**src/design/isa_pkg.sv**
```systemverilog
`default_nettype none

package isa_pkg;

    //////////////////////////////////////////////////
    // word types

    typedef logic [31:0] word_t;           // data or address
    typedef logic [31:0] instr_t;
    typedef logic [4:0]  reg_idx_t;
    typedef logic [3:0]  opcode_t;         // major opcode, bits 31..28
    typedef logic signed [3:0] incr_t;     // src_r2 auto-increment

    localparam int NUM_REGS = 32;

    //////////////////////////////////////////////////
    // major opcodes, anything else is unknown

    localparam opcode_t OP_LDR    = 4'd0;
    localparam opcode_t OP_STR    = 4'd1;
    localparam opcode_t OP_JMPUNC = 4'd2;
    localparam opcode_t OP_JMPF   = 4'd3;
    localparam opcode_t OP_ALU    = 4'd4;
    localparam opcode_t OP_LDRF   = 4'd5;

    //////////////////////////////////////////////////
    // instruction field positions

    localparam int OPC_HI       = 31;
    localparam int OPC_LO       = 28;
    localparam int DST_HI       = 4;
    localparam int DST_LO       = 0;
    localparam int SRC1_HI      = 9;
    localparam int SRC1_LO      = 5;
    localparam int SRC2_HI      = 14;
    localparam int SRC2_LO      = 10;
    localparam int SUBOP_HI     = 27;
    localparam int SUBOP_LO     = 26;
    localparam int ALU_SUBOP_LO = 25;  // alu subop is one bit wider
    localparam int ROFS_BIT     = 25;  // offset from src_r2 instead of imm
    localparam int INCR_HI      = 24;
    localparam int INCR_LO      = 22;
    localparam int IMM15_HI     = 24;
    localparam int IMM15_LO     = 10;
    localparam int IMM16_HI     = 20;
    localparam int IMM16_LO     = 5;
    localparam int JTGT_HI      = 25;  // absolute jump target
    localparam int JTGT_LO      = 0;

endpackage

`default_nettype wire
```
**src/design/instr_class_counters.sv**
```systemverilog
`timescale 1ns/1ps
`default_nettype none

module instr_class_counters #(
    parameter int STAT_WIDTH = 32
) (
    input  logic                  clk,
    input  logic                  reset,
    input  isa_pkg::instr_t       instruction,
    output logic [STAT_WIDTH-1:0] nop_count,
    output logic [STAT_WIDTH-1:0] jmp_count,
    output logic [STAT_WIDTH-1:0] alu_count,
    output logic [STAT_WIDTH-1:0] other_count
);

    isa_pkg::opcode_t opcode;
    logic             is_jmp;

    assign opcode = instruction[isa_pkg::OPC_HI:isa_pkg::OPC_LO];
    assign is_jmp = (opcode == isa_pkg::OP_JMPUNC) || (opcode == isa_pkg::OP_JMPF);

    // one class per cycle, stalled cycles count too
    always_ff @(posedge clk) begin
        if (reset) begin
            nop_count   <= '0;
            jmp_count   <= '0;
            alu_count   <= '0;
            other_count <= '0;
        end else if (instruction == '0) begin
            nop_count <= nop_count + 1'b1;      // all-zero word
        end else if (is_jmp) begin
            jmp_count <= jmp_count + 1'b1;
        end else if (opcode == isa_pkg::OP_ALU) begin
            alu_count <= alu_count + 1'b1;
        end else begin
            other_count <= other_count + 1'b1;
        end
    end

endmodule

`default_nettype wire

```
**config.mk**
```make
export PLATFORM = sky130hd
export DESIGN_NAME = instr_class_counters
export DESIGN_NICKNAME = d
export VERILOG_FILES = /design/src/design/isa_pkg.sv /design/src/design/instr_class_counters.sv
export SDC_FILE = /design/constraint.sdc
export NUM_CORES = 1
export LEC_CHECK = 0
export ABC_CLOCK_PERIOD_IN_PS = 1830
export BUFFER_PORTS_ARGS = -buffer_cell sky130_fd_sc_hd__buf_2
export CORE_UTILIZATION = 45
export CTS_BUF_LIST = sky130_fd_sc_hd__clkbuf_8
export CTS_CLUSTER_SIZE = 16
export DETAILED_ROUTE_END_ITERATION = 10
export PLACE_DENSITY = 0.72
export SYNTH_ARGS = -nofsm -noshare
export SYNTH_HDL_FRONTEND = slang
export SYNTH_SLANG_ARGS = --single-unit
```
**constraint.sdc**
```tcl
create_clock -name clk -period 1.83 [get_ports clk]
set_clock_uncertainty 0.1 [all_clocks]
set_input_delay 0 -clock clk [delete_from_list [all_inputs] [get_ports clk]]
set_output_delay 0 -clock clk [all_outputs]
set_load 0.02 [all_outputs]
```
==> Word-level counts from Yosys, hierarchy flattened <==
Index checks and enable logic that the tools add are counted.
{ "word_totals": {"register_bits": 128, "in_bits": 34, "output_inout_bits": 128, "word_cells": 19} }
{ "classes": {"n_addsub": 4, "n_eq_ne": 3, "n_bitwise": 3, "reduce_logical": 5} }
{ "ops": {"columns": ["cell", "n"], "rows": [
  ["adder 32 x 1 -> 32 bit, second input constant", 4],
  ["logical NOT 32 bit", 1],
  ["equality test 4 x 2 -> 1 bit, second input constant", 2],
  ["AND reduction 3 bit", 2],
  ["equality test 4 x 3 -> 1 bit, second input constant", 1],
  ["inverter 1 bit", 3],
  ["AND reduction 2 bit", 1],
  ["logical OR 1 bit", 1]
]} }

==> Longest topological paths before layout <==
{ "logic_depth": {"depth_word": 4, "mapped_depth": 7, "ltp_nobuf": 6} }

==> Worst setup path before layout <==
Ideal clock, no wire load.
{ "synth_path": {"kind": "reg2reg", "startpoint": "register nop_count[0]", "endpoint": "register nop_count[30]", "setup_ns": 0.070, "arrival_ns": 1.909, "t_required_ns": 1.660, "slack_ns": -0.249, "stages_incl_launch_ff": 8, "n_path_buf": 1, "synth_period_minus_slack_ns": 2.079, "path_cell_list": "dfxtp_1 ha_1 nand2_1 nor4_1 nand3_1 buf_2 or3_1 a21oi_1"} }
{ "synth_via": {"elab_chain_len": 1} }
{ "synth_lines": {"columns": ["item", "line_no", "source"], "rows": [
  ["start: declaration", "instr_class_counters.sv:10", "output logic [STAT_WIDTH-1:0] nop_count,"],
  ["start signal: assignment", "instr_class_counters.sv:30", "nop_count <= nop_count + 1'b1;"],
  ["adder 32 x 1 -> 32 bit", "instr_class_counters.sv:30", null]
]} }
No other way between the ends.
A chain may end at the register's enable or synchronous reset.

==> Worst setup path in the final report <==
{ "layout_path": {"startpoint": "register nop_count[1]", "endpoint": "register nop_count[26]"} }
Same word-level chain as after synthesis.

==> metrics.md <==
| Metric | Value |
|---|---|
| Status | `complete, but fails checks` |
| Failing checks | `setup timing` |
| Setup Viol. Count Final | `5` |
| First-pass GRT wire length | `28200 µm` |
| Netlist Area Pre-Place | `6150 µm²` |
| Syn Nets | `773` |
| Cell Pwr Density | `622 nW/µm²` |
| Skew-Pair Late Insertion Delay | `0.45 ns` |
| Crit path cell chain | `ha_4 > nand2_4 > nor4_4 > nand3_1 > buf_6 > or4_4 > a21oi_2` |
| Yosys reg bits | `128` |
| Maxcap violations | `0` |
| # DRC | `0` |
| Fin. Hold Viols | `0` |
| HP Start | `instruction[28]` |
| Non-Filler Instances | `1215` |
| Area of the core | `13300 µm²` |
| Initial core utilization | `46.3%` |
| Worst Path Max Fanout | `6` |
| Tot GR Track Use | `24.8%` |
| TritonRoute pass-1 iters | `5` |
| Critical path class | `flip-flop to flip-flop` |
| DIE WIDTH | `119 µm` |
| Initial DRC count | `432` |
| ANT cells | `0` |
| Reg clk slew, reported paths | `0.07 ns` |
| RSZ-0062 raised after global routing | `yes` |
| TNS Setup | `-0.252 ns` |
| Predominant post-synthesis flop cell | `dfxtp_1` |
| Row cnt | `42` |
| Routability cong. | `0.811` |
| Slowest cell on crit path | `or4_4` |
| Period minus WS final | `1.91 ns` |
| Worst Hold Path Cells | `5` |
| R2R depth | `7` |
| R2r startpoint | `nop_count[1]$_SDFFE_PP0N_` |
| Final hold slack | `0.0388 ns` |
| Post-synthesis sequential area ratio | `41.7%` |
| Total CTS buffers | `17` |
| Async set-reset flop share out of synthesis | `0%` |
| Port Buffers | `161` |
| Clk root buf | `clkbuf_8` |
| I/O Pins | `162` |
| Post-synthesis average cell area | `8.37 µm²` |
| DP Cell Count | `1154` |
| YS warnings | `0` |
| Post-DP HPWL | `12400 µm` |
| Fillers | `1002` |
| Worst path bufs/invs | `1` |
| Share of layout cells above drive strength 1 | `45.6%` |
| Worst vdd ir | `0.000354 V` |
| Cell variety after synth | `46` |
| Footprint of the multi-input gates | `3760 µm²` |
| Clk sinks | `128` |
| Deepest clock path buffer count | `2` |
| EDFF count, synth | `0` |
| CP top delay family | `simple AND/OR/NAND/NOR gates` |
| Worst reg2reg setup slack | `-0.08 ns` |
| Fin. max-slew vios | `0` |
| Slack of the critical path | `-0.0850 ns` |
| Die height | `119 µm` |
| Worst-margin pin slew | `0.505 ns` |
| Vias/cell | `5.45` |
| Reg-to-reg endpoint | `nop_count[26]$_SDFFE_PP0N_` |
| Layout Nets | `1064` |
| # H-tree levels | `4` |
| Largest net degree at the start of global routing | `46` |
| Startpoint types | `flip-flop` |
| Drt wl/cell | `15.1 µm` |
| Highest clock rate | `522 MHz` |
| Critical path capture point type | `flip-flop` |
| Die area | `14100 µm²` |
| WP data arrival | `2.20 ns` |
| CTS tree | `done` |
| Slowest stage delay, CP | `0.51 ns` |
| Storage element area | `2680 µm²` |
| Synth Instances | `735` |
| DR vias | `6617` |
| WL final | `18400 µm` |
| CP required | `2.12 ns` |
| Vias in the first global route | `5866` |
| Area delta synth->final | `49.4%` |
| Initial antenna violation count | `0` |
| Hold-critical path endpoint | `alu_count[1]$_SDFFE_PP0P_` |
| Post-route ant nets | `0` |
| Final Cycle Share | `105%` |
| LEAKAGE | `0.00367 µW` |
| Total grt overflow | `0` |
| Relative slew slack | `66.0%` |
| HP Class | `primary input to flip-flop` |
## cells in the final DEF (no fill, tap or decap), types with 3 or more instances in the layout
cell / synthesis / routed
dlygate4sd3_1: 0 / 4
o21ai_1: 1 / 7
xnor2_1: 45 / 45
nand3_2: 1 / 4
nand2_1: 43 / 41
mux2_2: 3 / 3
buf_6: 1 / 8
buf_12: 0 / 6
dfxtp_4: 0 / 19
nand4_1: 36 / 36
o21ai_0: 41 / 35
nor3_1: 16 / 11
a21oi_1: 51 / 38
dfxtp_2: 0 / 38
and4_4: 0 / 3
or4_4: 0 / 3
nor2b_1: 3 / 3
inv_1: 19 / 19
nor4_4: 1 / 6
nor2_2: 0 / 3
clkinv_2: 0 / 3
a21oi_2: 0 / 13
nor3_2: 1 / 5
or4_1: 16 / 13
clkbuf_8: 0 / 20
buf_4: 1 / 127
dfxtp_1: 128 / 71
nand3_4: 0 / 3
or3_1: 36 / 29
or3_4: 0 / 7
o31ai_1: 11 / 10
and4_1: 14 / 9
buf_2: 10 / 160
nor2_1: 91 / 88
nand3_1: 47 / 41
bufinv_16: 0 / 4
nor4_2: 6 / 9
xor2_1: 25 / 25
nor4_1: 33 / 25
## worst register-to-register path, stage by stage (launching register included)
cell     delay (ns)
dfxtp_4        0.36
ha_4           0.14
nand2_4        0.06
nor4_4         0.28
nand3_1        0.12
buf_6          0.15
or4_4          0.51
a21oi_2        0.14
## cell type report
| cell class | instances | share of cell area, % |
|---|---|---|
| Sequential cell | 128 | 29.2 |
| Clock buffer | 20 | 2.99 |
| Inverter | 19 | 0.803 |
| Multi-Input combinational cell | 554 | 41.0 |
| Tap cell | 176 | 2.40 |
| Timing Repair Buffer | 306 | 21.9 |
| Clock inverter | 12 | 1.78 |
## registers in the layout (all words and copies together) (netlist names)
signal / cells
alu_count: 32
jmp_count: 32
nop_count: 32
other_count: 32
## metal layers
layer	part of all wire (%)	GRT usage, %	vias to the layer above
met5	0	0	-
met4	1.4	9.57	0
met3	6.2	6.66	25
met2	48	40.2	218
met1	44	31.3	3104
li1	-	-	3270
## metrics by stage
stage,total power (µW),area (µm²),utilization (%),worst slack [ns]
after floorplan,2950,6330,-,-0.00795
after global placement,3060,8160,61.3,-0.134
after detailed placement,3060,8160,61.3,-0.120
after CTS,5730,8740,65.8,-0.0297
after global routing,5940,9190,69.1,-0.143
final,5710,9190,69.1,-0.0850
## synth_stat cells, types with 6 or more instances
cell type / n / share of area, %
nor4_1: 33 / 3.4
nand3_1: 47 / 3.8
nor4_2: 6 / 1.2
o31ai_1: 11 / 1.3
dfxtp_1: 128 / 42
xnor2_1: 45 / 6.4
nand4_1: 36 / 3.7
or4_1: 16 / 2.0
nor3_1: 16 / 1.3
a21oi_1: 51 / 4.1
and4_1: 14 / 2.0
or3_1: 36 / 3.7
nor2_1: 91 / 5.6
o21ai_0: 41 / 3.3
xor2_1: 25 / 3.6
nand2_1: 43 / 2.6
clkbuf_1: 21 / 1.3
inv_1: 19 / 1.2
buf_2: 10 / 0.81
## power by group
| group | switching (µW) | internal [µW] | leakage [µW] | total, µW |
|---|---|---|---|---|
| combinational | 137 | 104 | 0.00238 | 241 |
| clock | 1100 | 1580 | 0.000227 | 2680 |
| sequential | 21.0 | 2770 | 0.00107 | 2790 |
| total | 1260 | 4450 | 0.00367 | 5710 |
## how the worst max path moves through the flow
stage                                      from                      endpoint  slack, ns  cells past startpoint
floorplan           other_count[7]$_SDFFE_PP0P_  other_count[14]$_SDFFE_PP0P_     -0.008                      6
global placement                 instruction[0]  other_count[24]$_SDFFE_PP0P_      -0.13                      9
detailed placement               instruction[0]     nop_count[8]$_SDFFE_PP0N_      -0.12                      9
CTS                   nop_count[0]$_SDFFE_PP0N_    nop_count[26]$_SDFFE_PP0N_      -0.03                      7
global route          nop_count[1]$_SDFFE_PP0N_    nop_count[26]$_SDFFE_PP0N_      -0.14                      7
finish                nop_count[1]$_SDFFE_PP0N_    nop_count[26]$_SDFFE_PP0N_      -0.08                      7
## kinds of logic (layout without fill, tap and decap cells)
| kind of cell | after synthesis | after routing | synth area share (%) |
|---|---|---|---|
| DFF | 128 | 128 | 41.7 |
| xor gates and xnor gates | 70 | 70 | 9.97 |
| muxes | 5 | 5 | 0.875 |
| and+or+nand+nor | 362 | 362 | 32.9 |
| AOI/OAI and AO/OA | 113 | 113 | 10.2 |
| buffers and inverters | 53 | 357 | 3.62 |
| adders and majority gates | 4 | 4 | 0.814 |
## timing repair
item / 4_1_cts / 5_1_grt
buffers inserted: 7 / 15
gates cloned: 0 / 3
resized for setup: 15 / 81
endpoints found under the hold margin: 33 / 0
pin swaps: 13 / 35
setup endpoints to repair: 13 / 51
hold buffers: 4 / 0
No activity file was read; power rests on OpenSTA's default activity.
