==> src/design/isa_pkg.sv <==
`default_nettype none

package isa_pkg;

    //////////////////////////////////////////////////
    // word types

    typedef logic [31:0] word_t;           // data or address
    typedef logic [31:0] instr_t;
    typedef logic [4:0]  reg_idx_t;
    typedef logic [3:0]  opcode_t;         // major opcode, bits 31..28
    typedef logic signed [3:0] incr_t;     // src_r2 auto-increment

    localparam int NUM_REGS = 32;

    //////////////////////////////////////////////////
    // major opcodes, anything else is unknown

    localparam opcode_t OP_LDR    = 4'd0;
    localparam opcode_t OP_STR    = 4'd1;
    localparam opcode_t OP_JMPUNC = 4'd2;
    localparam opcode_t OP_JMPF   = 4'd3;
    localparam opcode_t OP_ALU    = 4'd4;
    localparam opcode_t OP_LDRF   = 4'd5;

    //////////////////////////////////////////////////
    // instruction field positions

    localparam int OPC_HI       = 31;
    localparam int OPC_LO       = 28;
    localparam int DST_HI       = 4;
    localparam int DST_LO       = 0;
    localparam int SRC1_HI      = 9;
    localparam int SRC1_LO      = 5;
    localparam int SRC2_HI      = 14;
    localparam int SRC2_LO      = 10;
    localparam int SUBOP_HI     = 27;
    localparam int SUBOP_LO     = 26;
    localparam int ALU_SUBOP_LO = 25;  // alu subop is one bit wider
    localparam int ROFS_BIT     = 25;  // offset from src_r2 instead of imm
    localparam int INCR_HI      = 24;
    localparam int INCR_LO      = 22;
    localparam int IMM15_HI     = 24;
    localparam int IMM15_LO     = 10;
    localparam int IMM16_HI     = 20;
    localparam int IMM16_LO     = 5;
    localparam int JTGT_HI      = 25;  // absolute jump target
    localparam int JTGT_LO      = 0;

endpackage

`default_nettype wire
==> src/design/pipe_pkg.sv <==
`default_nettype none

package pipe_pkg;

    //////////////////////////////////////////////////
    // decoded record handed to the execute stage

    typedef struct packed {
        isa_pkg::reg_idx_t dst_r;
        isa_pkg::reg_idx_t src_r1;
        isa_pkg::reg_idx_t src_r2;
        isa_pkg::word_t    val_r1;
        isa_pkg::word_t    val_r2;     // offset for memory and jumps
        isa_pkg::word_t    val_dst;
        isa_pkg::incr_t    incr_r2;
        logic              incr_r2_enable;
        logic              read_mem;
        logic              write_mem;
        logic              write_reg;
        // alu operations
        logic              mul_op;
        logic              add_op;
        logic              or_op;
        logic              and_op;
        logic              xor_op;
        logic              shl_op;
        logic              shr_op;
        logic              cmp_op;
        logic              ldrf_op;
        // jumps, the flag kinds also qualify ldrf
        logic              jmpunc;
        logic              jmpz;
        logic              jmpnz;
        logic              jmpc;
        logic              jmpnc;
    } pipe_rec_t;

    //////////////////////////////////////////////////
    // write-back subset coming back from later stages

    typedef struct packed {
        logic              write_reg;
        isa_pkg::reg_idx_t dst_r;
        isa_pkg::word_t    val_dst;
        logic              incr_r2_enable;  // src_r2 write after increment
        isa_pkg::reg_idx_t src_r2;
        isa_pkg::word_t    val_r2;
    } wb_rec_t;

endpackage

`default_nettype wire

==> src/design/instr_decoder.sv <==
`timescale 1ns/1ps
`default_nettype none

module instr_decoder (
    input  logic                clk,
    input  logic                reset,
    input  logic                stall,
    input  isa_pkg::instr_t     instruction,
    input  isa_pkg::word_t      pc,
    input  isa_pkg::word_t      fwd_r1,
    input  isa_pkg::word_t      fwd_r2,
    input  isa_pkg::word_t      fwd_dst,
    output pipe_pkg::pipe_rec_t id_out
);

    isa_pkg::opcode_t    opcode;
    logic [1:0]          subop;
    logic [2:0]          alu_subop;
    logic [2:0]          incr_code;
    logic                reg_ofs;
    logic [14:0]         imm15;
    logic [15:0]         imm16;
    logic [25:0]         jmp_target;
    isa_pkg::word_t      offset;
    pipe_pkg::pipe_rec_t rec;

    //////////////////////////////////////////////////
    // field split

    assign opcode     = instruction[isa_pkg::OPC_HI:isa_pkg::OPC_LO];
    assign subop      = instruction[isa_pkg::SUBOP_HI:isa_pkg::SUBOP_LO];
    assign alu_subop  = instruction[isa_pkg::SUBOP_HI:isa_pkg::ALU_SUBOP_LO];
    assign incr_code  = instruction[isa_pkg::INCR_HI:isa_pkg::INCR_LO];
    assign reg_ofs    = instruction[isa_pkg::ROFS_BIT];
    assign imm15      = instruction[isa_pkg::IMM15_HI:isa_pkg::IMM15_LO];
    assign imm16      = instruction[isa_pkg::IMM16_HI:isa_pkg::IMM16_LO];
    assign jmp_target = instruction[isa_pkg::JTGT_HI:isa_pkg::JTGT_LO];

    // register offset or sign-extended immediate
    assign offset = reg_ofs ? fwd_r2 : {{17{imm15[14]}}, imm15};

    //////////////////////////////////////////////////
    // opcode decode

    always_comb begin
        rec         = '0;
        rec.dst_r   = instruction[isa_pkg::DST_HI:isa_pkg::DST_LO];
        rec.src_r1  = instruction[isa_pkg::SRC1_HI:isa_pkg::SRC1_LO];
        rec.src_r2  = instruction[isa_pkg::SRC2_HI:isa_pkg::SRC2_LO];
        rec.val_r1  = fwd_r1;
        rec.val_r2  = fwd_r2;
        rec.val_dst = fwd_dst;

        // increment amount, codes 0 and 4 mean none
        rec.incr_r2_enable = 1'b1;
        case (incr_code)
            3'd1: rec.incr_r2 = 4'sd1;
            3'd2: rec.incr_r2 = 4'sd2;
            3'd3: rec.incr_r2 = 4'sd4;
            3'd5: rec.incr_r2 = -4'sd1;
            3'd6: rec.incr_r2 = -4'sd2;
            3'd7: rec.incr_r2 = -4'sd4;
            default: begin
                rec.incr_r2        = '0;
                rec.incr_r2_enable = 1'b0;
            end
        endcase

        case (opcode)
            isa_pkg::OP_LDR: begin
                case (subop)
                    2'd0: begin                         // register move
                        rec.write_reg = (rec.dst_r != rec.src_r1);
                        rec.val_dst   = fwd_r1;
                    end
                    2'd1: begin                         // load high half
                        rec.val_dst[31:16] = imm16;
                        rec.write_reg      = 1'b1;
                        rec.incr_r2_enable = 1'b0;
                    end
                    2'd2: begin                         // load low half
                        rec.val_dst[15:0]  = imm16;
                        rec.write_reg      = 1'b1;
                        rec.incr_r2_enable = 1'b0;
                    end
                    default: begin                      // load from memory
                        rec.read_mem       = 1'b1;
                        rec.write_reg      = 1'b1;
                        rec.incr_r2_enable = reg_ofs;
                        rec.val_r2         = offset;
                    end
                endcase
            end
            isa_pkg::OP_STR: begin
                rec.write_mem      = 1'b1;
                rec.val_r2         = offset;
                rec.incr_r2_enable = reg_ofs;
            end
            isa_pkg::OP_JMPUNC: begin
                rec.jmpunc         = 1'b1;
                rec.incr_r2_enable = reg_ofs;
                case (subop)
                    2'd0: begin                         // absolute
                        rec.val_r1         = {6'd0, jmp_target};
                        rec.val_r2         = '0;
                        rec.incr_r2_enable = 1'b0;
                    end
                    2'd1: begin                         // relative
                        rec.val_r1 = pc;
                        rec.val_r2 = offset;
                    end
                    2'd2: begin                         // call
                        rec.val_r1    = pc;
                        rec.val_r2    = offset;
                        rec.val_dst   = pc;             // return address
                        rec.write_reg = 1'b1;
                    end
                    default: begin                      // return through dst
                        rec.val_r1 = fwd_dst;
                        rec.val_r2 = '0;
                    end
                endcase
            end
            isa_pkg::OP_JMPF: begin
                // conditional jumps, all pc relative
                rec.val_r1         = pc;
                rec.val_r2         = offset;
                rec.incr_r2_enable = reg_ofs;
                case (subop)
                    2'd0:    rec.jmpz  = 1'b1;
                    2'd1:    rec.jmpnz = 1'b1;
                    2'd2:    rec.jmpc  = 1'b1;
                    default: rec.jmpnc = 1'b1;
                endcase
            end
            isa_pkg::OP_ALU: begin
                rec.write_reg = (alu_subop != 3'd7);    // cmp only sets flags
                case (alu_subop)
                    3'd0:    rec.and_op = 1'b1;
                    3'd1:    rec.or_op  = 1'b1;
                    3'd2:    rec.xor_op = 1'b1;
                    3'd3:    rec.add_op = 1'b1;
                    3'd4:    rec.mul_op = 1'b1;
                    3'd5:    rec.shl_op = 1'b1;
                    3'd6:    rec.shr_op = 1'b1;
                    default: rec.cmp_op = 1'b1;
                endcase
            end
            isa_pkg::OP_LDRF: begin
                // load of a flag, the jump bit names which one
                rec.ldrf_op   = 1'b1;
                rec.write_reg = 1'b1;
                case (subop)
                    2'd0:    rec.jmpz  = 1'b1;
                    2'd1:    rec.jmpnz = 1'b1;
                    2'd2:    rec.jmpc  = 1'b1;
                    default: rec.jmpnc = 1'b1;
                endcase
            end
            default: rec = '0;                          // unknown opcode
        endcase
    end

    //////////////////////////////////////////////////
    // pipeline register, held while stalled

    always_ff @(posedge clk) begin
        if (reset) begin
            id_out <= '0;
        end else if (!stall) begin
            id_out <= rec;
        end
    end

endmodule

`default_nettype wire

==> config.mk <==
export PLATFORM = sky130hd
export DESIGN_NAME = instr_decoder
export DESIGN_NICKNAME = d
export VERILOG_FILES = /design/src/design/isa_pkg.sv /design/src/design/pipe_pkg.sv /design/src/design/instr_decoder.sv
export SDC_FILE = /design/constraint.sdc
export NUM_CORES = 1
export LEC_CHECK = 0
export BUFFER_PORTS_ARGS = -buffer_cell sky130_fd_sc_hd__buf_2
export CAP_MARGIN = 40
export CORE_ASPECT_RATIO = 1.25
export CORE_MARGIN = 4
export CORE_UTILIZATION = 30
export CTS_CLUSTER_SIZE = 28
export DETAILED_ROUTE_END_ITERATION = 6
export SETUP_SLACK_MARGIN = 0.2
export SYNTH_ARGS = -nofsm -noshare
export SYNTH_HDL_FRONTEND = slang
export SYNTH_SLANG_ARGS = --single-unit
export TNS_END_PERCENT = 20
==> constraint.sdc <==
create_clock -name clk -period 1.7 [get_ports clk]
set_clock_uncertainty 0.2 [all_clocks]
set_input_delay 0.085 -clock clk [delete_from_list [all_inputs] [get_ports clk]]
set_output_delay 0.085 -clock clk [all_outputs]
set_load 0.1 [all_outputs]
After elaboration in Yosys (flattened, before gate mapping). Index checks and enable logic that the tools add are counted.

Bits of input ports: 163. Register bits: 133.

Reduce and logical (&&, ||, !) cells: 13. Muxes and demuxes: 36. Eq/ne operators: 21.

Operator list (number): case mux 32 bit (3 select lines) (2); case mux 32 bit (4 select lines) (1); case mux 64 bit (2 select lines) (1); two-way mux 32 bit (3); case mux 16 bit (2 select lines) (2); case mux 4 bit (6 select lines) (1); two-way mux 1 bit (19); == test 3 bit (second input constant) (6); two-way mux 15 bit (1); == test 3 x 2 -> 1 bit (second input constant) (4); OR reduction 6 bit (2); == test 4 x 2 -> 1 bit (second input constant) (2); == test 4 x 3 -> 1 bit (second input constant) (2); two-way mux 4 bit (2); two-way mux 8 bit (1); case mux 1 bit (4 select lines) (2); OR reduction 2 bit (4); OR reduction 4 bit (2); OR reduction 7 bit (1); == test 3 x 1 -> 1 bit (second input constant) (2); inequality test 5 bit (1); == test 4 x 1 -> 1 bit (second input constant) (1); logical NOT 4 bit (1); logical NOT 3 bit (1); 6 further kinds (6).

Logic depth before layout (Yosys ltp).
Depth in word-level cells: 5. Mapped depth: 9. Depth with buffers taken out: 6.

Worst setup path before layout. OpenSTA, ideal clock, no wires.

Kind: input -> register. Start: input port instruction[26]. End: register id_out[58] in the netlist's numbering. Setup time: 122 ps. Slack: -182 ps. Stages on the path: 8. Required time: 1378 ps. Data arrival time: 1560 ps. Cell sequence: inv_1 -> ha_1 -> and3b_1 -> a211o_1 -> and3b_1 -> buf_2 -> buf_6 -> a221o_1.

Word-level cells in the longest chain between the ends: 4. Elaborated cells on any way between the ends: 8. Classes of those cells: 2 x eq/ne; 3 x mux; 3 x reduce/logical.

Ends and longest elaborated chain: start: declaration (RTL line instr_decoder.sv:8) `input isa_pkg::instr_t instruction,`; == test 2 bit, or another cell as far along (RTL line instr_decoder.sv:71, instr_decoder.sv:102); OR reduction 2 bit (no line) or OR reduction 3 bit (tied branches); case mux 64 bit (2 select lines) or two-way mux 32 bit (tied branches) (RTL line instr_decoder.sv:102, instr_decoder.sv:71); case mux 32 bit (4 select lines) (*) (RTL line instr_decoder.sv:69) `case (opcode)`; end signal: assignment (RTL line instr_decoder.sv:171) `id_out <= rec;`; end: declaration (RTL line instr_decoder.sv:13) `output pipe_pkg::pipe_rec_t id_out`.

Every way passes the cells marked *; elsewhere a longest branch is shown, timed or not. A chain may end at the register's enable or synchronous reset.

Final worst setup path.
Start: input port instruction[16]. End: register id_out[33] in the netlist's numbering.

Word-level cells in the longest chain between the ends: 2.

Ends and longest elaborated chain: case mux 16 bit (2 select lines) (RTL line instr_decoder.sv:71) `case (subop)`; case mux 32 bit (3 select lines) (RTL line instr_decoder.sv:69).

No other way between the ends.

==> summary.txt <==
Run status -> finished with violations
Failing checks -> design-rule violations
Diodes inserted -> 0
Initial antenna violation count -> 1
CP max FO -> 4
Dpl hpwl -> 22.5 mm
Synth Area in Compound Gates -> 37.3%
CP max stage delay -> 0.53 ns
# nets final -> 1418
Die width -> 146 um
R2r worst-path depth -> 2
Simple-gate share of the synthesized area -> 13.4%
1st-iter DRT viols -> 605
Syn Nets -> 957
Sequential area share after synthesis -> 37.2%
CP top delay family -> compound AO/OA/AOI/OAI gates
Setup violators final -> 0
Core ar. -> 23200 sq um
Initial core utilization -> 30.8%
R2R setup slack -> 0.56 ns
Clk pin slew, worst setup/hold paths -> 0.06 ns
Worst R2R Start -> id_out[114]$_SDFFE_PP0N_
Rows -> 62
Critical path buffers and inverters -> 2
# IOs -> 296
Max FFs per register -> 133
Most flops, register -> id_out
Critical Path End -> id_out[33]$_SDFFE_PP0N_
Mux cell area share after synthesis -> 1.54%
Final Cell Area -> 11900 sq um
CTS Buf Count -> 17
EDFF count, synth -> 0
Via count of the first global-routing pass -> 8981
Dpl ws -> -0.321 ns
Post-Syn Area -> 7150 sq um
Min-delay worst type -> primary input to flop
CP cell instances -> dlygate4sd3_1, buf_2, a221o_1, a221oi_1, a221oi_1
Via count -> 8765
Largest regs -> id_out (133)
Layout cells sized above 1 -> 36.6%
Yosys cell types -> 60
Rel. slew slack -> 37.7%
#FFs+latches synth -> 133
Syn Area/Cell -> 9.05 sq um
Clock Tree Buf Depth -> 2
Routed wire length -> 34.7 mm
Period utilization -> 90.0%
Area of the die -> 26400 sq um
DR DRC count -> 2
CTS Root Cell -> clkbuf_16
Clock latency on the worst-skew pair -> 0.41 ns
Most common cell on crit path -> a221oi_1
Worst EP arrival -> 1.61 ns
Tmin final -> 1.53 ns
Max Freq -> 654 MHz
CP Launch Point -> instruction[16]
Mapped Cells -> 790
Vias per inst -> 5.65
DIE HEIGHT -> 181 um
R2R Path End -> id_out[114]$_SDFFE_PP0N_
Clk sink count -> 133
CP required -> 1.78 ns
CP max stage cell -> dlygate4sd3_1
TritonCTS clock tree -> yes
RSZ-0062 raised after global routing -> true
Startpoint types -> primary input
Drt pass-1 iters -> 7
Yosys warns -> 0
GPL Wtd Cong -> 0.850
Post-route setup slack -> 0.170 ns
Port bufs -> 295
Synth Flop Type -> dfxtp_1
Worst slew pin tran -> 0.932 ns
Placed inst area -> 9390 sq um
Sum Neg Setup Slack -> 0 ns
Async S/R FF share, synth -> 0%
VDD IR max -> 645 uV
Fill cells -> 2156
Largest family of logic cells by synthesized area -> compound AO/OA/AOI/OAI gates
Area delta synth->final -> 65.9%
Hold Vio Cnt, Final -> 0
Max-Cap Viols -> 0
Adder-cell area share of the yosys netlist -> 0.840%
Final antenna-violating net count -> 0
XOR/XNOR Fraction of Synth Area -> 0.735%
Crit path depth -> 5
H-tree depth -> 4
Largest net degree at the start of global routing -> 85
Max-slew violations -> 0
Critical path type -> primary input to flop
Critical Path Sink Type -> flop
Remaining global-route overflow -> 0
WL/cell -> 22.4 um
PwrDens -> 838 nW/um^2
Total global-route track usage -> 25.2%
Leakage -> 4.93 nW
First-pass GRT wire length -> 52.7 mm
## worst reg2reg max path, stage by stage (launching register included)
cell and delay (ns):
dfxtp_1 0.34, a222oi_1 0.36, a211oi_1 0.11
## cell usage after synthesis, types with 3 or more instances
cell      instances  area [sq um]
xnor2_1           6          52.6
o21ai_0          18          90.1
nor3b_1          19           143
a211oi_1         16           120
inv_1            49           184
o21ai_1           3          15.0
clkbuf_1         50           188
o22ai_1          11          68.8
a311oi_1         23           201
nand2_1          51           191
buf_6             8          90.1
and2_1           15          93.8
buf_2            17          85.1
mux2i_1          11           110
a32oi_1           5          43.8
nor3_1           14          70.1
a22oi_1          67           503
a222oi_1          6          60.1
a31oi_1           5          31.3
a221o_1          31           310
nor2_1           40           150
a21oi_1          30           150
nor2b_1          16           100
buf_4            10          75.1
dfxtp_1         133          2660
a221oi_2         24           360
ha_1              4          50.1
nand2b_1          5          31.3
a221oi_1         64           561
## kinds of logic (layout without fill, tap and decap cells)
family	Yosys count	after routing
flops	133	133
buf+inv	138	612
xor+xnor	6	6
fa+ha+maj	5	5
mux	11	11
simple gates	180	180
compound gates	317	317
## routing by layer
layer | vias to the layer above | wire length [um] | global-route usage [%]
li1 | 4005 | - | -
met4 | 2 | 1640 | 12.2
met3 | 104 | 2540 | 5.23
met2 | 496 | 16800 | 42.8
met5 | - | 7 | 0
met1 | 4158 | 13700 | 30.4
## timing repair
item	in CTS	in global routing
gates cloned	3	0
pin swaps	12	18
hold buffers	162	0
endpoints found under the hold margin	119	0
buffers inserted	4	0
gates resized for setup	13	20
setup endpoints to repair	87	149
## placed cells by master (no fill, tap or decap), types with 16 or more instances in the layout
cell type / synthesis / layout
nor3b_1: 19 / 19
nor2_1: 40 / 40
a221o_1: 31 / 31
a311oi_1: 23 / 23
a21oi_1: 30 / 30
dlygate4sd3_1: 0 / 160
buf_2: 17 / 284
o21ai_0: 18 / 18
a221oi_1: 64 / 59
buf_12: 0 / 24
inv_1: 49 / 47
a211oi_1: 16 / 16
dfxtp_1: 133 / 132
a221oi_2: 24 / 29
clkbuf_16: 0 / 17
buf_4: 10 / 46
nor2b_1: 16 / 16
nand2_1: 51 / 51
a22oi_1: 67 / 64
## power by group
part,switching [mW],total (mW),internal (mW)
Sequential,0.0705,3.31,3.24
Combinational,1.81,2.76,0.949
Clock,1.49,3.88,2.39
## final cells by class
class	count	area, sq um	share of cell area (%)
multi-input cells	519	3980	33.6
clock inverters	12	153	1.29
clock buffers	20	457	3.85
flip-flops and latches	133	2660	22.4
repair buffers	529	4050	34.2
inverters	51	199	1.68
well taps	288	360	3.04
## per-stage QoR
step           utilization, %  power [mW]  std cells  hold slack [ns]
4_1_cts                  50.8        9.98       1552          0.00580
5_1_grt                  51.2        10.3       1552           0.0229
6_report                 51.2        9.95       1552           0.0167
3_3_place_gp             40.5        5.73       1351            0.109
2_1_floorplan               -        4.97        790           0.0228
3_5_place_dp             40.5        5.75       1351            0.113
## worst min-delay path by stage
stage	start	to	slack [ns]	cells past startpoint
6_report	fwd_dst[29]	id_out[115]$_SDFFE_PP0N_	0.02	4
5_1_grt	fwd_dst[29]	id_out[115]$_SDFFE_PP0N_	0.02	4
4_1_cts	instruction[25]	id_out[17]$_SDFFE_PP0N_	0.006	4
3_5_place_dp	fwd_r2[9]	id_out[63]$_SDFFE_PP0N_	0.11	2
3_3_place_gp	fwd_r2[10]	id_out[64]$_SDFFE_PP0N_	0.11	2
2_1_floorplan	instruction[10]	id_out[54]$_SDFFE_PP0N_	0.02	1
No activity file was read; power rests on OpenSTA's default activity.
