### src/design/isa_pkg.sv
`default_nettype none

package isa_pkg;

    //////////////////////////////////////////////////
    // word types

    typedef logic [31:0] word_t;           // data or address
    typedef logic [31:0] instr_t;
    typedef logic [4:0]  reg_idx_t;
    typedef logic [3:0]  opcode_t;         // major opcode, bits 31..28
    typedef logic signed [3:0] incr_t;     // src_r2 auto-increment

    localparam int NUM_REGS = 32;

    //////////////////////////////////////////////////
    // major opcodes, anything else is unknown

    localparam opcode_t OP_LDR    = 4'd0;
    localparam opcode_t OP_STR    = 4'd1;
    localparam opcode_t OP_JMPUNC = 4'd2;
    localparam opcode_t OP_JMPF   = 4'd3;
    localparam opcode_t OP_ALU    = 4'd4;
    localparam opcode_t OP_LDRF   = 4'd5;

    //////////////////////////////////////////////////
    // instruction field positions

    localparam int OPC_HI       = 31;
    localparam int OPC_LO       = 28;
    localparam int DST_HI       = 4;
    localparam int DST_LO       = 0;
    localparam int SRC1_HI      = 9;
    localparam int SRC1_LO      = 5;
    localparam int SRC2_HI      = 14;
    localparam int SRC2_LO      = 10;
    localparam int SUBOP_HI     = 27;
    localparam int SUBOP_LO     = 26;
    localparam int ALU_SUBOP_LO = 25;  // alu subop is one bit wider
    localparam int ROFS_BIT     = 25;  // offset from src_r2 instead of imm
    localparam int INCR_HI      = 24;
    localparam int INCR_LO      = 22;
    localparam int IMM15_HI     = 24;
    localparam int IMM15_LO     = 10;
    localparam int IMM16_HI     = 20;
    localparam int IMM16_LO     = 5;
    localparam int JTGT_HI      = 25;  // absolute jump target
    localparam int JTGT_LO      = 0;

endpackage

`default_nettype wire
### src/design/pipe_pkg.sv
`default_nettype none

package pipe_pkg;

    //////////////////////////////////////////////////
    // decoded record handed to the execute stage

    typedef struct packed {
        isa_pkg::reg_idx_t dst_r;
        isa_pkg::reg_idx_t src_r1;
        isa_pkg::reg_idx_t src_r2;
        isa_pkg::word_t    val_r1;
        isa_pkg::word_t    val_r2;     // offset for memory and jumps
        isa_pkg::word_t    val_dst;
        isa_pkg::incr_t    incr_r2;
        logic              incr_r2_enable;
        logic              read_mem;
        logic              write_mem;
        logic              write_reg;
        // alu operations
        logic              mul_op;
        logic              add_op;
        logic              or_op;
        logic              and_op;
        logic              xor_op;
        logic              shl_op;
        logic              shr_op;
        logic              cmp_op;
        logic              ldrf_op;
        // jumps, the flag kinds also qualify ldrf
        logic              jmpunc;
        logic              jmpz;
        logic              jmpnz;
        logic              jmpc;
        logic              jmpnc;
    } pipe_rec_t;

    //////////////////////////////////////////////////
    // write-back subset coming back from later stages

    typedef struct packed {
        logic              write_reg;
        isa_pkg::reg_idx_t dst_r;
        isa_pkg::word_t    val_dst;
        logic              incr_r2_enable;  // src_r2 write after increment
        isa_pkg::reg_idx_t src_r2;
        isa_pkg::word_t    val_r2;
    } wb_rec_t;

endpackage

`default_nettype wire

### src/design/operand_forward.sv
`timescale 1ns/1ps
`default_nettype none

module operand_forward (
    input  isa_pkg::reg_idx_t idx,
    input  isa_pkg::word_t    rf_val,
    input  pipe_pkg::wb_rec_t wb_ex,
    input  pipe_pkg::wb_rec_t wb_mem,
    output isa_pkg::word_t    val
);

    logic mem_dst_hit;
    logic ex_dst_hit;
    logic ex_r2_hit;

    // index matches against each live write-back
    assign mem_dst_hit = wb_mem.write_reg && (wb_mem.dst_r == idx);
    assign ex_dst_hit  = wb_ex.write_reg && (wb_ex.dst_r == idx);
    assign ex_r2_hit   = wb_ex.incr_r2_enable && (wb_ex.src_r2 == idx);

    //////////////////////////////////////////////////
    // value select

    // memory load first, it is the newest value
    // in flight for a given register
    always_comb begin
        if (mem_dst_hit) begin
            val = wb_mem.val_dst;
        end else if (ex_dst_hit) begin
            val = wb_ex.val_dst;            // ex stage result
        end else if (ex_r2_hit) begin
            val = wb_ex.val_r2;             // auto-incremented r2
        end else begin
            val = rf_val;
        end
    end

endmodule

`default_nettype wire

### config.mk
export PLATFORM = sky130hd
export DESIGN_NAME = operand_forward
export DESIGN_NICKNAME = d
export VERILOG_FILES = /design/src/design/isa_pkg.sv /design/src/design/pipe_pkg.sv /design/src/design/operand_forward.sv
export SDC_FILE = /design/constraint.sdc
export NUM_CORES = 1
export LEC_CHECK = 0
export BUFFER_PORTS_ARGS = -buffer_cell sky130_fd_sc_hd__buf_4
export CELL_PAD_IN_SITES_DETAIL_PLACEMENT = 1
export CELL_PAD_IN_SITES_GLOBAL_PLACEMENT = 1
export CORE_UTILIZATION = 16
export DETAILED_ROUTE_END_ITERATION = 7
export PLACE_DENSITY = 0.95
export SLEW_MARGIN = 20
export SYNTH_ARGS = -nofsm -noshare
export SYNTH_HDL_FRONTEND = slang
export SYNTH_SLANG_ARGS = --single-unit
export TNS_END_PERCENT = 50
### constraint.sdc
create_clock -name vclk -period 2.65
set_clock_uncertainty 0.15 [all_clocks]
set_input_delay 0 -clock vclk [all_inputs]
set_output_delay 0 -clock vclk [all_outputs]
set_load 0.02 [all_outputs]
-- Word-level counts from Yosys, hierarchy flattened
Cells that the tools add are included.
- equal/unequal tests: 3
- muxes and demuxes: 3
- reductions and logical operators: 3
- operators with widths (cell ; number):
    32-bit 2-to-1 mux ; 3
    5-bit equality test ; 3
    1-bit logical AND ; 3
- bits in registers: 0
- bits of input ports: 189
- output and inout port bits: 32
- word-level logic and storage cells: 9

-- Depth between registers and ports, before layout
Gate-level depths: netlist (run 1).
- word-level depth: 5
- mapped depth: 7
- depth with buffers taken out: 5

-- Worst setup path after synthesis (run 1)
Ideal clock, no wire load.
- kind: input-to-output
- start: in idx[1]
- end: out val[10]
- data arrival time: 1557 ps
- required time: 2500 ps
- path slack: 943 ps
- stages: 7
- buffers on the path: 2
- cell sequence: xor2_1 -> nor4_1 -> and3_1 -> buf_6 -> buf_12 -> mux2i_1 -> a222oi_1
- word-level cells in the longest chain between the ends: 5
- elaborated cells between the ends (all ways): 9
- those cells by class: eq/ne: 3; mux: 3; reduce/logical: 3
- ends and longest elaborated chain (element ; RTL line ; text):
    start: declaration ; operand_forward.sv:5 ; input isa_pkg::reg_idx_t idx,
    5-bit equality test ; operand_forward.sv:19 ; assign ex_r2_hit = wb_ex.incr_r2_enable && (wb_ex.src_r2 == idx);
    1-bit logical AND ; operand_forward.sv:19 ;
    32-bit 2-to-1 mux ; operand_forward.sv:31 ; end else if (ex_r2_hit) begin
    32-bit 2-to-1 mux ; operand_forward.sv:29 ; end else if (ex_dst_hit) begin
    32-bit 2-to-1 mux * ; operand_forward.sv:27 ; if (mem_dst_hit) begin
    end: declaration ; operand_forward.sv:9 ; output isa_pkg::word_t val
Mark *: on every way between the ends. The rest lies on a longest branch, timed or not.

-- Worst setup path in the final report (run 1)
- start: in idx[3]
- end: out val[17]
Same word-level chain as after synthesis.

==> results by group, run 1 <==
Status
  • Status: completed

Floorplanning
  • Number of top-level pins: 221
  • Starting Density: 16.9%
  • Die Width: 87.6 um
  • Chip Height: 87.6 um
  • Core Area: 6940 um2
  • Total die area: 7680 um2
  • Placement Rows: 30

Timing
  • RSZ-0062 raised after global routing: no
  • Final hold viol count: 0
  • Final setup vio count: 0
  • Fin crit share: 79.7%
  • Fmax: 473 MHz
  • Slew HR: 50.1%
  • Setup TNS: 0 ns
  • Fin crit period: 2.11 ns
  • Final Slew Violations: 0
  • Hold_ws: 0.211 ns
  • Worst slew pin tran: 0.745 ns

Finish
  • Number of sequential cells: 0
  • Post-Layout Cell Count: 436
  • FILL cells: 890
  • Fraction of layout cells with a size suffix above 1: 56.5%
  • Area delta synth->final: 122%
  • Clock buffer cells: 0
  • Final-stage net count: 531
  • Commonest non-fill, non-tap cell in the layout: buf_4
  • Final Core Density: 37.5%
  • Most frequent cells in the layout: 189 x buf_4, 64 x inv_1, 32 x mux2i_1, 32 x a222oi_1, 12 x xor2_1
  • Register area: 0 um2
  • Antenna diodes: 0

Power
  • Power per Cell Area: 161 nW/um2
  • Leak: 0.00145 uW
  • Worst vdd ir: 0.0580 mV

Global route
  • Aggregate global routing overflow: 0
  • All-Layer GR Usage: 15.5%
  • Largest net degree at the start of global routing: 19
  • Number of global-route vias before repair: 2231
  • First-pass GRT wire length: 9640 um
  • Initial antenna violation count: 0

Worst setup path
  • Critical setup path kind: primary input to primary output
  • CP Max Fanout: 18
  • Crit end category: primary output
  • CP required: 2.50 ns
  • Critical Path Source Type: primary input
  • Critical Path AT: 1.96 ns

Placement
  • Routability cong.: 0.791
  • IO buf count: 183
  • Post-DP HPWL: 5730 um
  • Placed Cells: 436

Logic synthesis
  • Register area share after synthesis: 0%
  • Mean Syn Cell Area: 7.11 um2
  • Mapped Cells: 165
  • Synth unique cells: 15
  • Syn Nets: 354
  • Post-Synthesis Cell Area: 1170 um2
  • YS warnings: 0

CTS
  • Post-CTS sizing: 0
  • Hold_buf cts: 0
  • Setup bufs post-CTS: 0

Routing
  • Drt pass-1 iters: 7
  • Routed vias: 1979
  • Vias per inst: 4.54
  • Wirelength, routed: 6580 um
  • Final ANT Viol Nets: 0
  • DRC Markers: 0
  • Iteration-0 DRC Markers: 112
  • Routed len/inst: 15.1 um

Min path
  • Hold Crit Class: primary input to primary output

Job
  • Max Cap Viol: 0
[metal layers]
metal  GRT usage (%)  share of wire, %  wire length, um
met2            34.8                58             3810
met1            14.6                32             2100
met5               0                 0                0
met4            2.24               1.1               73
met3            2.26               9.1              601
[final timing paths]
check	start	end	slack, ns	cells after the start
max	idx[3]	val[17]	0.54	8
min	wb_ex[65]	val[27]	0.21	4
[power breakdown]
group          switching, uW  internal [uW]  total (uW)
Sequential                 0              0           0
Clock                      0              0           0
Combinational            171            249         419
[cells in the mapped netlist, types with 2 or more instances]
cell | n | share of area (%)
buf_12 | 3 | 5.1
nor4_1 | 3 | 1.6
xnor2_1 | 3 | 2.2
clkbuf_1 | 5 | 1.6
inv_1 | 64 | 20
a222oi_1 | 32 | 27
xor2_1 | 12 | 9.0
mux2i_1 | 32 | 27
buf_2 | 4 | 1.7
and3_1 | 2 | 1.1
[stage by stage]
stage / power (uW) / cell area (um2) / setup WS (ns)
floorplan: 161 / 1170 / 0.943
global placement: 409 / 2600 / 0.503
detailed placement: 423 / 2600 / 0.461
CTS: 425 / 2600 / 0.462
global route: 449 / 2600 / 0.312
finish: 419 / 2600 / 0.538
[final cells by class]
type | count | area [um2] | share of cell area [%]
multi-input cells | 87 | 825 | 31.7
repair buffers | 189 | 1420 | 54.5
well taps | 96 | 120 | 4.61
inverters | 64 | 240 | 9.23
[logic make-up (layout without fill, tap and decap cells)]
kind of cell / after synthesis / after routing / synth area share (%)
muxes: 32 / 32 / 27.3
xor gates and xnor gates: 15 / 15 / 11.2
buffers and inverters: 78 / 253 / 30.3
AOI/OAI and AO/OA: 32 / 32 / 27.3
and+or+nand+nor: 8 / 8 / 3.94
[critical path: stages]
cell	delay, ns
buf_4	0.13
xor2_1	0.16
nor4_1	0.30
nand3_1	0.15
nor2_2	0.53
buf_4	0.37
a222oi_1	0.14
buf_4	0.19
No activity file was read; power rests on OpenSTA's default activity.
==> inputs of run 2 (changes only) <==
Settings changed: ABC_AREA set to 1, CORE_UTILIZATION 16 to 17.
Clock period 2.65 ns to 2.05 ns, I/O delays scaled along.
==> run 2 against run 1 <==
Effect of this change:
- the run now ends with design-rule violations left
- die area increased by 24%
- hold slack worse by 0.060 ns
- combinational power increased by 54%
- sequential share of layout area did not move
- non-clock buffer count is 4 higher
- synthesized cell count increased by 110%
- global-route usage rose by 0.26 points
- wire length increased by 21%
- flip-flop and latch count unchanged
==> results by group, run 2 <==
Status
  • Status: finished, violations left
  • Violated checks: design-rule violations

Routing
  • Uppermost layer routed: met4
  • DRC Markers: 26
  • Vias per inst: 4.55
  • Wirelength, routed: 7980 um
  • Met3 wire length: 607 um
  • Final ANT Viol Nets: 0
  • Routed vias: 2839
  • Routed len/inst: 12.8 um
  • Drt pass-1 iters: 6
  • Iteration-0 DRC Markers: 69
  • Met1 WL: 2960 um
  • Met2 Wirelength: 4390 um

Floorplanning
  • Number of top-level pins: 221
  • Chip Height: 97.7 um
  • Placement Rows: 34
  • Core Area: 8810 um2
  • Die Width: 97.7 um
  • Total die area: 9540 um2
  • Starting Density: 17.7%

Finish
  • Antenna diodes: 0
  • Register area: 0 um2
  • Commonest non-fill, non-tap cell in the layout: buf_4
  • Final-stage net count: 707
  • Fraction of layout cells with a size suffix above 1: 39.7%
  • Number of sequential cells: 0
  • Clock buffer cells: 0
  • FILL cells: 1234
  • Final instance area: 2980 um2
  • Most frequent cells in the layout: 193 x buf_4, 159 x nand2_1, 75 x nor2_1
  • Post-Layout Cell Count: 624
  • Area delta synth->final: 91.7%

Placement
  • Routability cong.: 0.796
  • Post-DP Area: 2980 um2
  • IO buf count: 183
  • Setup slack at placement: 0.457 ns
  • Post-DP HPWL: 6590 um
  • Placed Cells: 624

Timing
  • Setup TNS: 0 ns
  • Fin crit share: 76.0%
  • Final hold viol count: 0
  • Worst slew pin tran: 0.451 ns
  • Slew HR: 70.0%
  • Fmax: 642 MHz
  • Worst Setup Slack, final: 0.493 ns
  • Final Slew Violations: 0
  • Final setup vio count: 0
  • RSZ-0062 raised after global routing: no
  • Fin crit period: 1.56 ns

Worst setup path
  • Slowest-stage cell, CP: nand3_4
  • Critical Path AT: 1.41 ns
  • Worst path cell trace: buf_4 > inv_2 > nand2_1 > nand2_1 > nor2_4 > nand3_4 > nand2_1 > nand3_1 > nand2_1 > nand2_1 > buf_4
  • Critical setup path kind: primary input to primary output
  • Critical Path Source Type: primary input
  • Top cell by count, worst path: nand2_1
  • CP required: 1.90 ns
  • CP peak stage delay: 0.38 ns
  • Crit end category: primary output
  • CP Max Fanout: 32

Global route
  • Number of global-route vias before repair: 2813
  • Largest net degree at the start of global routing: 33
  • Aggregate global routing overflow: 0
  • All-Layer GR Usage: 15.8%
  • First-pass GRT wire length: 12600 um
  • Initial antenna violation count: 0

Logic synthesis
  • Mean Syn Cell Area: 4.49 um2
  • Synth top cells by count: 159 x nand2_1, 75 x nor2_1, 32 x nand3_1, 32 x nand4_1, 12 x buf_2
  • Post-Synthesis Cell Area: 1560 um2
  • Register area share after synthesis: 0%
  • Mapped Cells: 347
  • YS warnings: 0
  • Synth area leader: nand2_1
  • Synth unique cells: 17
  • Syn Nets: 536
  • Top cells by area, synth: nand2_1 38%, nor2_1 18%, nand4_1 13%, nand3_1 10%, buf_6 4.3%
  • Synth top area share: 38.3%
  • Most common cell in the netlist: nand2_1

Power
  • Power per Cell Area: 217 nW/um2
  • Worst vdd ir: 0.0819 mV
  • Leak: 0.00174 uW

CTS
  • Post-CTS sizing: 0
  • Hold_buf cts: 0
  • Setup bufs post-CTS: 0

Min path
  • Hold Crit Class: primary input to primary output

Job
  • Max Cap Viol: 0
==> run 2: cell types whose count changed in the layout (fill, tap and decap cells not counted), sizes merged, moves of 2 or more <==
cell	before	now
and3	2	0
mux2i	32	0
xor2	12	0
nor2	1	79
nor4	3	0
inv	64	15
buf	189	193
a222oi	32	0
nand4	0	32
nand2	0	159
nand3	1	34
==> run 2: layout make-up <==
cell class         instances  area [um2]  area share [%]
repair buffers           193        1450            48.6
multi-input cells        308        1340            45.0
well taps                108         135            4.53
inverters                 15        56.3            1.89
==> run 2: logic make-up (layout without fill, tap and decap cells) <==
| kind of cell | Yosys count | count (layout) | synth area share (%) |
|---|---|---|---|
| AND/OR/NAND/NOR | 305 | 305 | 84.6 |
| buffers and inverters | 39 | 208 | 14.0 |
| XOR/XNOR | 2 | 2 | 1.13 |
| AO/OA/AOI/OAI | 1 | 1 | 0.321 |
==> run 2: metrics by stage <==
| stage | utilization [%] | power [uW] | hold slack, ns |
|---|---|---|---|
| after floorplan | - | 284 | 0.0227 |
| after global placement | 33.9 | 638 | 0.147 |
| after detailed placement | 33.9 | 653 | 0.151 |
| after CTS | 33.9 | 655 | 0.152 |
| after global routing | 33.9 | 703 | 0.163 |
| final | 33.9 | 647 | 0.151 |
==> run 2: per-layer routing <==
layer  GRT usage (%)  up-vias
met3            2.23        2
met2            34.1      112
met5               0        -
li1                -     1444
met4           0.466        0
met1            16.4     1281
==> run 2: critical path: cells and delay by family <==
family | cells | cell delay [ns]
buffers and inverters | 3 | 0.30
AND/OR/NAND/NOR | 8 | 1.11
==> run 2: worst paths after layout <==
check / start / to / depth (start not counted) / slack [ns]
worst max-delay path: idx[3] / val[11] / 11 / 0.49
worst min-delay path: wb_mem[62] / val[24] / 4 / 0.15
==> run 2: power by group <==
part           switching [uW]  internal [uW]  leakage (uW)
clock network               0              0             0
logic                     311            336       0.00174
registers                   0              0             0
total                     311            336       0.00174
==> inputs of run 3 (changes only) <==
Settings changed: ABC_AREA 1 to 0, CORE_UTILIZATION 17 to 15.
Clock period 2.05 ns to 1.5 ns, I/O delays scaled along.
==> run 3 against run 2 <==
Effect of this change:
- global-route usage grew 1.1 points
- largest cell class unchanged
- first-iteration DRC count grew 70%
- wire length shrank 10%
- via count shrank 28%
- the run ends with design-rule violations, negative setup slack left
- highest routed layer unchanged
- flip-flop and latch count is the same
==> results by group, run 3 (synthesized netlist as in run 1, its figures left out) <==
Global route
  • Initial antenna violation count: 0
  • Number of global-route vias before repair: 2247
  • First-pass GRT wire length: 11100 um
  • Largest net degree at the start of global routing: 33
  • Aggregate global routing overflow: 0
  • All-Layer GR Usage: 16.9%

Floorplanning
  • Total die area: 8180 um2
  • Die Width: 90.5 um
  • Chip Height: 90.5 um
  • Number of top-level pins: 221
  • Core Area: 7410 um2
  • Placement Rows: 31
  • Starting Density: 15.8%

Finish
  • Register area: 0 um2
  • Fraction of layout cells with a size suffix above 1: 58.5%
  • Final-stage net count: 538
  • Area delta synth->final: 142%
  • Clock buffer cells: 0
  • Number of sequential cells: 0
  • FILL cells: 914
  • Final instance area: 2840 um2
  • Multi-input gate area: 920 um2
  • Commonest non-fill, non-tap cell in the layout: buf_4
  • Antenna diodes: 0
  • Post-Layout Cell Count: 446
  • Most frequent cells in the layout: 177 x buf_4, 64 x inv_1, 32 x mux2i_1, 32 x a222oi_1, 11 x xor2_1

Routing
  • Wirelength, routed: 7180 um
  • Routed len/inst: 16.1 um
  • Met3 wire length: 644 um
  • Final ANT Viol Nets: 0
  • Uppermost layer routed: met4
  • Routed vias: 2042
  • Iteration-0 DRC Markers: 117
  • Vias per inst: 4.58
  • Drt pass-1 iters: 8
  • Met1 WL: 2630 um
  • DRC Markers: 8
  • Met2 Wirelength: 3860 um

Placement
  • IO buf count: 183
  • Post-DP Area: 2650 um2
  • Post-DP HPWL: 5370 um
  • Routability cong.: 0.745
  • Placed Cells: 439

Timing
  • Final setup vio count: 32
  • Final Slew Violations: 0
  • Worst Setup Slack, final: -0.312 ns
  • Fin crit share: 121%
  • Worst slew pin tran: 0.364 ns
  • Slew HR: 75.7%
  • Fmax: 552 MHz
  • RSZ-0062 raised after global routing: yes
  • Setup TNS: -7.68 ns
  • Fin crit period: 1.81 ns
  • Final hold viol count: 0

Min path
  • Worst hold endpoint: val[22]
  • Source of the worst hold timing path: wb_ex[60]
  • Hold Crit Class: primary input to primary output
  • Hold Path Stages: 4

Power
  • Worst vdd ir: 0.119 mV
  • Leak: 0.00154 uW
  • Power per Cell Area: 278 nW/um2

Worst setup path
  • Worst path cell trace: buf_6 > xor2_1 > nor4_1 > and3_4 > buf_12 > mux2i_1 > a222oi_1 > buf_4
  • Crit end category: primary output
  • Slowest-stage cell, CP: a222oi_1
  • Top Family by Delay on Critical Path: simple AND/OR/NAND/NOR gates
  • Critical setup path kind: primary input to primary output
  • CP Max Fanout: 8
  • Critical Path AT: 1.66 ns
  • CP required: 1.35 ns
  • CP peak stage delay: 0.38 ns
  • Bufs and invs on worst path: 3
  • Critical Path Source Type: primary input

Status
  • Violated checks: design-rule violations, negative setup slack
  • Status: finished, violations left

Job
  • Max Cap Viol: 0

CTS
  • Hold_buf cts: 0
[run 3: cell types whose count changed in the layout (fill, tap and decap cells not counted), moves of 4 or more]
cell	delta
a222oi_1	+32
buf_12	+4
buf_4	-16
buf_6	+10
inv_1	+54
inv_2	-5
mux2i_1	+32
nand2_1	-159
nand3_1	-32
nand4_1	-32
nor2_1	-75
nor2b_4	+4
xor2_1	+11
[run 3: layout make-up]
cell class	instances	area share (%)
Inverter	64	8.47
Multi-Input combinational cell	90	32.4
Tap cell	99	4.37
Timing Repair Buffer	193	54.7
[run 3: per-stage QoR]
step	worst slack (ns)	util [%]	hold WS, ns	total power [uW]
floorplan	-0.173	-	0.0229	288
global placement	-0.285	35.8	0.205	723
detailed placement	-0.368	35.8	0.211	749
CTS	-0.323	38.1	0.211	787
global route	-0.420	38.3	0.223	845
finish	-0.312	38.3	0.208	788
[run 3: routing by layer]
layer | vias up | GRT usage [%]
li1 | 959 | -
met1 | 942 | 17.8
met2 | 137 | 34.5
met3 | 4 | 3.62
met4 | 0 | 2.02
met5 | - | 0
[run 3: power by group]
group          switching, uW  total (uW)  leakage [uW]  internal (uW)
logic                    325         788       0.00154            463
clock network              0           0             0              0
registers                  0           0             0              0
[run 3: worst max-delay path by stage]
stage	from	to	slack (ns)	cells past startpoint
after floorplan	idx[1]	val[10]	-0.17	7
after global placement	idx[1]	val[0]	-0.29	8
after detailed placement	idx[3]	val[28]	-0.37	7
after CTS	wb_ex[34]	val[21]	-0.32	8
after global routing	wb_ex[34]	val[26]	-0.42	8
final	wb_ex[34]	val[26]	-0.31	8
[run 3: what timing repair did]
action                     in CTS  in global routing
cloned                          5                  0
setup endpoints to repair      32                 32
buffers inserted                1                  2
resized for setup              24                  4
pin swaps                      18                 11
